[src/hdl/axi_wr_pkg.sv]
`default_nettype none

package axi_wr_pkg;

  // Field widths of the AXI write channels
  localparam int AXI_ADDR_W = 20;
  localparam int AXI_DATA_W = 16;
  localparam int AXI_STRB_W = AXI_DATA_W / 8;
  localparam int AXI_ID_W   = 4;

  // Manager-side payload fields
  typedef logic [AXI_ADDR_W-1:0] addr_t;
  typedef logic [AXI_DATA_W-1:0] data_t;
  typedef logic [AXI_STRB_W-1:0] strb_t;
  typedef logic [AXI_ID_W-1:0]   id_t;

  // Burst control fields, fixed by the protocol
  typedef logic [7:0] len_t;
  typedef logic [2:0] size_t;
  typedef logic [1:0] burst_t;

  // Write response code
  typedef logic [1:0] resp_t;

endpackage

`default_nettype wire
[src/hdl/arb_pkg.sv]
`default_nettype none

package arb_pkg;
  import axi_wr_pkg::*;

  // Manager count and derived index width
  localparam int NUM_M     = 3;
  localparam int MGR_IDX_W = $clog2(NUM_M);

  // Subordinate ID carries the manager index above the original ID
  localparam int S_ID_W = AXI_ID_W + MGR_IDX_W;

  typedef logic [MGR_IDX_W-1:0] mgr_idx_t;
  typedef logic [NUM_M-1:0]     mgr_mask_t;
  typedef logic [S_ID_W-1:0]    sid_t;

  typedef enum logic {
    GRANT_IDLE,
    GRANT_BUSY
  } grant_state_t;

endpackage

`default_nettype wire

[src/hdl/axi_wr_arbiter.sv]
`timescale 1ns/1ps
`default_nettype none

module axi_wr_arbiter
  import axi_wr_pkg::*;
  import arb_pkg::*;
(
  input  logic                 clk,
  input  logic                 rst_n,

  // Manager side
  input  mgr_mask_t            m_awvalid,
  input  id_t    [NUM_M-1:0]   m_awid,
  input  addr_t  [NUM_M-1:0]   m_awaddr,
  input  len_t   [NUM_M-1:0]   m_awlen,
  input  size_t  [NUM_M-1:0]   m_awsize,
  input  burst_t [NUM_M-1:0]   m_awburst,
  output mgr_mask_t            m_awready,

  input  mgr_mask_t            m_wvalid,
  input  data_t  [NUM_M-1:0]   m_wdata,
  input  strb_t  [NUM_M-1:0]   m_wstrb,
  input  mgr_mask_t            m_wlast,
  output mgr_mask_t            m_wready,

  output mgr_mask_t            m_bvalid,
  output id_t    [NUM_M-1:0]   m_bid,
  output resp_t  [NUM_M-1:0]   m_bresp,
  input  mgr_mask_t            m_bready,

  // Subordinate side
  output logic                 s_awvalid,
  output sid_t                 s_awid,
  output addr_t                s_awaddr,
  output len_t                 s_awlen,
  output size_t                s_awsize,
  output burst_t               s_awburst,
  input  logic                 s_awready,

  output logic                 s_wvalid,
  output data_t                s_wdata,
  output strb_t                s_wstrb,
  output logic                 s_wlast,
  input  logic                 s_wready,

  input  logic                 s_bvalid,
  input  sid_t                 s_bid,
  input  resp_t                s_bresp,
  output logic                 s_bready
);

  logic     grant_valid;
  mgr_idx_t grant_idx;
  logic     aw_fire;
  logic     w_last_fire;

  // AW requests drive arbitration directly
  wr_grant_ctrl u_grant_ctrl (
    .clk        (clk),
    .rst_n      (rst_n),
    .req        (m_awvalid),
    .aw_fire    (aw_fire),
    .w_last_fire(w_last_fire),
    .grant_valid(grant_valid),
    .grant_idx  (grant_idx)
  );

  wr_channel_mux u_channel_mux (
    .grant_valid(grant_valid),
    .grant_idx  (grant_idx),
    .m_awvalid  (m_awvalid),
    .m_awid     (m_awid),
    .m_awaddr   (m_awaddr),
    .m_awlen    (m_awlen),
    .m_awsize   (m_awsize),
    .m_awburst  (m_awburst),
    .m_awready  (m_awready),
    .m_wvalid   (m_wvalid),
    .m_wdata    (m_wdata),
    .m_wstrb    (m_wstrb),
    .m_wlast    (m_wlast),
    .m_wready   (m_wready),
    .s_awvalid  (s_awvalid),
    .s_awid     (s_awid),
    .s_awaddr   (s_awaddr),
    .s_awlen    (s_awlen),
    .s_awsize   (s_awsize),
    .s_awburst  (s_awburst),
    .s_awready  (s_awready),
    .s_wvalid   (s_wvalid),
    .s_wdata    (s_wdata),
    .s_wstrb    (s_wstrb),
    .s_wlast    (s_wlast),
    .s_wready   (s_wready),
    .aw_fire    (aw_fire),
    .w_last_fire(w_last_fire)
  );

  // Responses are routed by ID, independent of the current grant
  bresp_route u_bresp_route (
    .s_bvalid(s_bvalid),
    .s_bid   (s_bid),
    .s_bresp (s_bresp),
    .s_bready(s_bready),
    .m_bvalid(m_bvalid),
    .m_bid   (m_bid),
    .m_bresp (m_bresp),
    .m_bready(m_bready)
  );

endmodule

`default_nettype wire

[src/hdl/bresp_route.sv]
`timescale 1ns/1ps
`default_nettype none

module bresp_route
  import axi_wr_pkg::*;
  import arb_pkg::*;
(
  input  logic                s_bvalid,
  input  sid_t                s_bid,
  input  resp_t               s_bresp,
  output logic                s_bready,

  output mgr_mask_t           m_bvalid,
  output id_t   [NUM_M-1:0]   m_bid,
  output resp_t [NUM_M-1:0]   m_bresp,
  input  mgr_mask_t           m_bready
);

  mgr_idx_t b_idx;

  // Manager index sits above the original ID
  assign b_idx = s_bid[S_ID_W-1:AXI_ID_W];

  // Unknown index is drained so the subordinate never stalls
  always_comb begin
    m_bvalid = '0;
    s_bready = 1'b1;
    if (int'(b_idx) < NUM_M) begin
      m_bvalid[b_idx] = s_bvalid;
      s_bready        = m_bready[b_idx];
    end
  end

  // Payload fans out to every manager, valid picks the one
  always_comb begin
    for (int i = 0; i < NUM_M; i++) begin
      m_bid[i]   = s_bid[AXI_ID_W-1:0];
      m_bresp[i] = s_bresp;
    end
  end

endmodule

`default_nettype wire

[src/hdl/wr_channel_mux.sv]
`timescale 1ns/1ps
`default_nettype none

module wr_channel_mux
  import axi_wr_pkg::*;
  import arb_pkg::*;
(
  // Grant from the control block
  input  logic                 grant_valid,
  input  mgr_idx_t             grant_idx,

  // Manager AW channels
  input  mgr_mask_t            m_awvalid,
  input  id_t    [NUM_M-1:0]   m_awid,
  input  addr_t  [NUM_M-1:0]   m_awaddr,
  input  len_t   [NUM_M-1:0]   m_awlen,
  input  size_t  [NUM_M-1:0]   m_awsize,
  input  burst_t [NUM_M-1:0]   m_awburst,
  output mgr_mask_t            m_awready,

  // Manager W channels
  input  mgr_mask_t            m_wvalid,
  input  data_t  [NUM_M-1:0]   m_wdata,
  input  strb_t  [NUM_M-1:0]   m_wstrb,
  input  mgr_mask_t            m_wlast,
  output mgr_mask_t            m_wready,

  // Subordinate AW channel
  output logic                 s_awvalid,
  output sid_t                 s_awid,
  output addr_t                s_awaddr,
  output len_t                 s_awlen,
  output size_t                s_awsize,
  output burst_t               s_awburst,
  input  logic                 s_awready,

  // Subordinate W channel
  output logic                 s_wvalid,
  output data_t                s_wdata,
  output strb_t                s_wstrb,
  output logic                 s_wlast,
  input  logic                 s_wready,

  // Handshake events back to the grant control
  output logic                 aw_fire,
  output logic                 w_last_fire
);

  // AW path, ID extended with the manager index on top
  assign s_awvalid = grant_valid & m_awvalid[grant_idx];
  assign s_awid    = {grant_idx, m_awid[grant_idx]};
  assign s_awaddr  = m_awaddr[grant_idx];
  assign s_awlen   = m_awlen[grant_idx];
  assign s_awsize  = m_awsize[grant_idx];
  assign s_awburst = m_awburst[grant_idx];

  // W path
  assign s_wvalid = grant_valid & m_wvalid[grant_idx];
  assign s_wdata  = m_wdata[grant_idx];
  assign s_wstrb  = m_wstrb[grant_idx];
  assign s_wlast  = m_wlast[grant_idx];

  // Ready goes back to the granted manager only
  always_comb begin
    m_awready = '0;
    m_wready  = '0;
    if (grant_valid) begin
      m_awready[grant_idx] = s_awready;
      m_wready[grant_idx]  = s_wready;
    end
  end

  assign aw_fire     = s_awvalid & s_awready;
  assign w_last_fire = s_wvalid & s_wready & s_wlast;

endmodule

`default_nettype wire

[src/hdl/wr_grant_ctrl.sv]
`timescale 1ns/1ps
`default_nettype none

module wr_grant_ctrl
  import arb_pkg::*;
(
  input  logic      clk,
  input  logic      rst_n,
  input  mgr_mask_t req,
  input  logic      aw_fire,
  input  logic      w_last_fire,
  output logic      grant_valid,
  output mgr_idx_t  grant_idx
);

  grant_state_t state;
  logic         aw_done;
  logic         w_done;
  logic         pick_valid;
  mgr_idx_t     pick_idx;
  logic         take;
  logic         aw_all;
  logic         w_all;

  // Only arbitrate between grants
  assign take = (state == GRANT_IDLE);

  rr_grant u_rr_grant (
    .clk       (clk),
    .rst_n     (rst_n),
    .req       (req),
    .take      (take),
    .pick_valid(pick_valid),
    .pick_idx  (pick_idx)
  );

  // Include this cycle's pulses so release happens on the later event
  assign aw_all = aw_done | aw_fire;
  assign w_all  = w_done | w_last_fire;

  always_ff @(posedge clk) begin
    if (!rst_n) begin
      state     <= GRANT_IDLE;
      grant_idx <= '0;
      aw_done   <= 1'b0;
      w_done    <= 1'b0;
    end else begin
      case (state)
        GRANT_IDLE: begin
          if (pick_valid) begin
            grant_idx <= pick_idx;
            state     <= GRANT_BUSY;
          end
        end
        GRANT_BUSY: begin
          if (aw_all && w_all) begin
            state   <= GRANT_IDLE;
            aw_done <= 1'b0;
            w_done  <= 1'b0;
          end else begin
            aw_done <= aw_all;
            w_done  <= w_all;
          end
        end
        default: state <= GRANT_IDLE;
      endcase
    end
  end

  assign grant_valid = (state == GRANT_BUSY);

endmodule

`default_nettype wire

[src/hdl/rr_grant.sv]
`timescale 1ns/1ps
`default_nettype none

module rr_grant
  import arb_pkg::*;
(
  input  logic      clk,
  input  logic      rst_n,
  input  mgr_mask_t req,
  input  logic      take,
  output logic      pick_valid,
  output mgr_idx_t  pick_idx
);

  // Index of the manager that won last
  mgr_idx_t last_idx;

  // Scan from farthest to nearest so the nearest requester after
  // last_idx is the one left standing
  always_comb begin : search
    int cand;
    pick_valid = 1'b0;
    pick_idx   = last_idx;
    for (int i = NUM_M; i > 0; i--) begin
      cand = (int'(last_idx) + i) % NUM_M;
      if (req[cand]) begin
        pick_valid = 1'b1;
        pick_idx   = mgr_idx_t'(cand);
      end
    end
  end

  // Start pointing at the last manager so manager 0 comes first
  always_ff @(posedge clk) begin
    if (!rst_n) begin
      last_idx <= mgr_idx_t'(NUM_M - 1);
    end else if (take && pick_valid) begin
      last_idx <= pick_idx;
    end
  end

endmodule

`default_nettype wire

[config.mk]
export PLATFORM = sky130hd
export DESIGN_NAME = axi_wr_arbiter
export DESIGN_NICKNAME = d
export VERILOG_FILES = /design/src/hdl/axi_wr_pkg.sv /design/src/hdl/arb_pkg.sv /design/src/hdl/axi_wr_arbiter.sv /design/src/hdl/bresp_route.sv /design/src/hdl/wr_channel_mux.sv /design/src/hdl/wr_grant_ctrl.sv /design/src/hdl/rr_grant.sv
export SDC_FILE = /design/constraint.sdc
export NUM_CORES = 1
export LEC_CHECK = 0
export BUFFER_PORTS_ARGS = -buffer_cell sky130_fd_sc_hd__buf_2
export CORE_AREA = 4 4 104 106
export CTS_CLUSTER_DIAMETER = 50
export DETAILED_ROUTE_END_ITERATION = 16
export DIE_AREA = 0 0 108 110
export PLACE_DENSITY = 0.53
export SKIP_CTS_REPAIR_TIMING = 1
export SLEW_MARGIN = 20
export SYNTH_ARGS = -nofsm -noshare
export SYNTH_HDL_FRONTEND = slang
export SYNTH_SLANG_ARGS = --single-unit
[constraint.sdc]
create_clock -name clk -period 2.3 [get_ports clk]
set_clock_uncertainty 0.2 [all_clocks]
set_input_delay 0 -clock clk [delete_from_list [all_inputs] [get_ports clk]]
set_output_delay 0 -clock clk [all_outputs]
set_load 0.02 [all_outputs]
* Yosys cells after proc, flatten, opt, wreduce, memory -nomap -nowiden
Cells that the tools add are included.
** Cells by class
- Magnitude comparators :: 8
- Add/subtract/negate cells :: 3
- Bitwise logic cells :: 11
- Mux-type cells :: 50
- Reduce and logical (&&, ||, !) cells :: 5
- Div/mod/pow operators :: 3
** Operators by type and width (count)
- $lt A32 B4 Y1 const B :: 3
- $mod A32 B3 Y32 const B :: 3
- $bmux W20 S2 :: 1
- $bmux W16 S2 :: 1
- $mux W1 :: 20
- $mux W20 :: 1
- $bmux W8 S2 :: 1
- $mux W16 :: 1
- $bmux W1 S2 :: 7
- $mux W3 :: 4
- $mux W2 :: 5
- $and A3 B3 Y3 :: 3
- $bmux W2 S2 :: 2
- $bmux W4 S2 :: 1
- $mux W8 :: 1
- $add A2 B2 Y3 const B :: 2
- $bmux W3 S2 :: 1
- $lt A2 B3 Y1 const B :: 2
- $and A1 B1 Y1 :: 5
- $demux W1 S2 :: 2
- $ge A2 B1 Y1 const B :: 2
- $logic_and A1 B1 Y1 :: 4
- $mux W4 :: 1
- $add A2 B1 Y3 const B :: 1
- other kinds (5) :: 6
** Storage, ports and cells
- Register bits :: 7
- Logic and storage cells :: 85
- Output and inout port bits :: 88

* Depth between registers and ports, before layout
- Depth in word-level cells :: 10
- Depth in mapped cells :: 8
- Gate-level depth less buffers :: 7

* Cells and area by module
Synthesis repeated with hierarchy kept, for this count alone.
** Unflattened totals
- Cells, all modules :: 299
- Area total of the unflattened synthesis :: 2082.0 sq um
** By module, submodules not included
- wr_channel_mux :: times used 1, area an instance 1365.1 sq um, cells an instance 211
- rr_grant :: times used 1, area an instance 331.6 sq um, cells an instance 42
- wr_grant_ctrl :: times used 1, area an instance 198.9 sq um, cells an instance 22
- bresp_route :: times used 1, area an instance 186.4 sq um, cells an instance 24

* Worst setup path after synthesis
Ideal clock, no wire load.
- Path type :: register to register
- Start :: register u_grant_ctrl.u_rr_grant.last_idx[0]
- End :: register u_grant_ctrl.grant_idx[1]
- Arrival :: 1721 ps
- Required time :: 1985 ps
- Path buffers :: 1
- Stages on the path, launching flop included :: 9
- Path slack :: 265 ps
- Clock period less this slack :: 2035 ps
- Path through :: dfxtp_1 inv_1 ha_1 buf_2 nand2_1 o22a_1 a41oi_2 nor2b_1 o21a_1
** Between the ends
- Longest elaborated chain between the ends :: 9
** Ends and longest elaborated chain
- start: declaration :: RTL line rr_grant.sv:16 : mgr_idx_t last_idx;
- start signal: assignment :: RTL line rr_grant.sv:36 : last_idx <= mgr_idx_t'(NUM_M - 1);
- start signal: assignment :: RTL line rr_grant.sv:38 : last_idx <= pick_idx;
- $add A2 B2 Y3 :: RTL line rr_grant.sv:25 : cand = (int'(last_idx) + i) % NUM_M;
- $mod A32 B3 Y32 :: RTL line rr_grant.sv:25
- $bmux W1 S2 :: RTL line rr_grant.sv:26 : if (req[cand]) begin
- $mux W1 (not written as such) (2 in series) :: RTL line rr_grant.sv:26
- $mux W1 (3 in series) :: RTL line rr_grant.sv:26
- $reduce_and A2 Y1 (no line)
- end signal: assignment :: RTL line wr_grant_ctrl.sv:51 : grant_idx <= pick_idx;
- end: declaration :: RTL line wr_grant_ctrl.sv:13 : output mgr_idx_t grant_idx
Several ways; a longest one is shown, not always the timed one. The select of a mux whose other input is x is not followed.
A chain may end at the register's enable or synchronous reset.

* Worst setup path in the final report
Ends and elaborated chain as after synthesis.

==> out/qor.csv <==
stage,metric,value,unit
yosys,Synth Area in Adders,2.65,%
run_status,status,finished clean,
global_route,first-pass GRT wire length,12.7,mm
drt,First DRT Iteration DRCs,146,
worst_setup_path,largest fanout on the critical path,11,
yosys,cell with the most instances after synthesis,nand2_1,
yosys,post-synth top area share,31.9,%
drt,wire length per cell,14.1,um
yosys,most frequent cells after synthesis,"nand2_1, mux2i_1, o21ai_1",
yosys,mux contribution to synthesized area,32.4,%
power,peak supply drop,0.000550,V
yosys,"Primary FF master, synth",dfxtp_1,
drt,DR vias/cell,4.36,
power,Pleak,1.59,nW
timing,Final Max Tran Viols,0,
global_route,GRT met2 Usage,25.0,%
global_route,largest net degree at the start of global routing,61,
timing,final setup TNS,0,ns
floorplanning,Die Wd,108,um
placed_design,Port Buf Inserts,253,
placed_design,RD Place Congestion,0.818,
worst_setup_path,reg2reg setup slack,0.24,ns
global_route,number of global-route vias before repair,2657,
timing,Final min period,2.06,ns
yosys,Post-synth EDFFs,0,
cts,Worst-Skew Late Latency,0.23,ns
drt,final wirelength,9.17,mm
yosys,library cells used by synthesis,37,
yosys,Synth async-reset ratio,0,%
timing,Final Setup Violations,0,
global_route,met1 usage,14.8,%
drt,DRC violations left,0,
timing,RSZ-0062 raised after global routing,false,
hold_path,Hold Path Cell Cnt,4,
timing,Rel. slew slack,54.7,%
cells_and_area,layout cells sized above 1,51.6,%
drt,iteration count of the initial detailed-routing pass,5,
hold_path,Hold Path Sink,u_grant_ctrl.w_done$_SDFFE_PN0P_,
cells_and_area,Area Growth Syn to Fin,72.6,%
yosys,post-synth top area cell,mux2i_1,
worst_setup_path,R2R cell count,7,
global_route,GRT Total Usage,12.9,%
cts,CTS clock-pin slew for the worst setup and hold paths,0.04,ns
floorplanning,num ports,278,
worst_setup_path,WS Path Type,reg2reg,
cts,Max clock buf depth,2,
floorplanning,Starting Density,19.3,%
cts,clock root cell,clkbuf_8,
yosys,synthesized area,1890,um2
yosys,"top cells by area, synth","mux2i_1, o21ai_1, nand2_1",
global_route,GRT busiest layer,met2,
worst_setup_path,CP startpoint kind,flop,
worst_setup_path,Reg-to-Reg End,u_grant_ctrl.grant_idx[1]$_SDFFE_PN0P_,
yosys,Simple-Gate Fraction of Synth Area,21.8,%
global_route,grt met3 use,3.15,%
yosys,sequential cell area fraction in the yosys report,6.37,%
timing,Final Cycle Share,89.6,%
cells_and_area,Ant. Diodes,0,
floorplanning,die height,110,um
drt,Detail Route Antenna Nets,0,
floorplanning,Core ar.,9770,um2
timing,measured slew at the worst slew-check pin,0.677,ns
cts,CTS tree,done,
worst_setup_path,Critical Path AT,1.98,ns
timing,f_max,485,MHz
yosys,xor and xnor fraction of the mapped netlist area,0,%
cts,H-tree levels,1,
yosys,largest family of logic cells by synthesized area,multiplexers,
cts,CTS Buf Count,3,
floorplanning,Core Rows,36,
cells_and_area,nets,712,
global_route,Overflow after GRT,0,
yosys,Syn Area/Cell,6.62,um2
hold_path,hold_sp,s_awready,
placed_design,HPWL Detailed,7.53,mm
yosys,Synth Area in Compound Gates,23.3,%
hold_path,Min-Delay Path Class,in2reg,
global_route,initial antenna violation count,0,
cts,CTS Sinks,6,
timing,hold slack,0.0424,ns
power,Pwr per Cell Area,537,nW/um2
worst_setup_path,CP endpoint kind,flop,
timing,final hold vios,0,
yosys,Synth Instances,285,
worst_setup_path,CP required,2.22,ns
worst_setup_path,launch point of the worst reg-to-reg path,u_grant_ctrl.u_rr_grant.last_idx[0]$_SDFFE_PN0P_,
floorplanning,die footprint,11900,um2
yosys,"flops & latches, synth",6,
flow_run,number of max-cap violations,0,
yosys,number of synthesis warnings,0,
drt,via count,2835,
yosys,post-synth net total,479,
-- logic make-up after synthesis --
group	after synthesis
and+or+nand+nor	94
AOI/OAI and AO/OA	78
muxes	61
buffers and inverters	42
DFF	6
adders and majority gates	4
-- worst max-delay path by stage --
stage                                                          start                                     end  slack, ns
detailed placement  u_grant_ctrl.u_rr_grant.last_idx[0]$_SDFFE_PN0P_  u_grant_ctrl.grant_idx[1]$_SDFFE_PN0P_       0.26
floorplan           u_grant_ctrl.u_rr_grant.last_idx[0]$_SDFFE_PN0P_  u_grant_ctrl.grant_idx[1]$_SDFFE_PN0P_       0.26
CTS                 u_grant_ctrl.u_rr_grant.last_idx[0]$_SDFFE_PN0P_  u_grant_ctrl.grant_idx[1]$_SDFFE_PN0P_       0.25
global placement    u_grant_ctrl.u_rr_grant.last_idx[0]$_SDFFE_PN0P_  u_grant_ctrl.grant_idx[1]$_SDFFE_PN0P_       0.32
global route        u_grant_ctrl.u_rr_grant.last_idx[0]$_SDFFE_PN0P_  u_grant_ctrl.grant_idx[1]$_SDFFE_PN0P_       0.06
finish              u_grant_ctrl.u_rr_grant.last_idx[0]$_SDFFE_PN0P_  u_grant_ctrl.grant_idx[1]$_SDFFE_PN0P_       0.24
-- cell usage in the layout (no fill, tap or decap), types with 3 or more instances in the layout --
| cell | count |
|---|---|
| a21oi_1 | 4 |
| and3_1 | 3 |
| buf_2 | 253 |
| buf_4 | 5 |
| clkbuf_8 | 3 |
| dfxtp_1 | 4 |
| dlygate4sd3_1 | 9 |
| ha_1 | 4 |
| mux2i_1 | 60 |
| nand2_1 | 64 |
| nand2b_1 | 3 |
| nor2_1 | 9 |
| nor2b_1 | 8 |
| o21ai_1 | 60 |
-- sequential cells by signal, indices dropped and copies added, names as in the netlist --
name	flops
u_grant_ctrl.aw_done	1
u_grant_ctrl.u_rr_grant.last_idx	2
u_grant_ctrl.w_done	1
u_grant_ctrl.grant_valid	1
u_grant_ctrl.grant_idx	1
-- layer usage --
metal	part of all wire [%]	routed length (um)
met1	39	3610
met2	52	4750
met3	8.7	801
met4	0	0
met5	0	0
-- area by class of cell --
class                           count  area, um2
Multi-Input combinational cell    237       1510
Timing Repair Buffer              267       1390
Tap cell                          133        166
Clock buffer                        4       45.0
Fill cell                        1050       6520
Inverter                            3       11.3
Sequential cell                     6        125
-- critical path, cell delays in order, from the launching register on --
cell and delay, ns:
dfxtp_2 0.36, inv_1 0.09, ha_1 0.47, nand2_1 0.09, o22a_1 0.24, a41oi_2 0.25
nor2b_1 0.08, o21a_1 0.17
-- power breakdown --
| part | internal (mW) | switching, mW | total, mW |
|---|---|---|---|
| clock | 0.119 | 0.0472 | 0.167 |
| combinational | 0.554 | 0.882 | 1.44 |
| sequential | 0.123 | 0.0228 | 0.145 |
-- per-stage QoR --
step	total power, mW	instance area [um2]	setup WS (ns)	utilization (%)	instances
after floorplan	1.10	1890	0.265	-	285
after global placement	1.54	3120	0.320	31.9	637
after detailed placement	1.55	3120	0.258	31.9	637
after CTS	1.72	3160	0.251	32.4	641
after global routing	1.88	3250	0.0576	33.3	650
final	1.75	3250	0.240	33.3	650
Power figures use the tool's default switching activity.
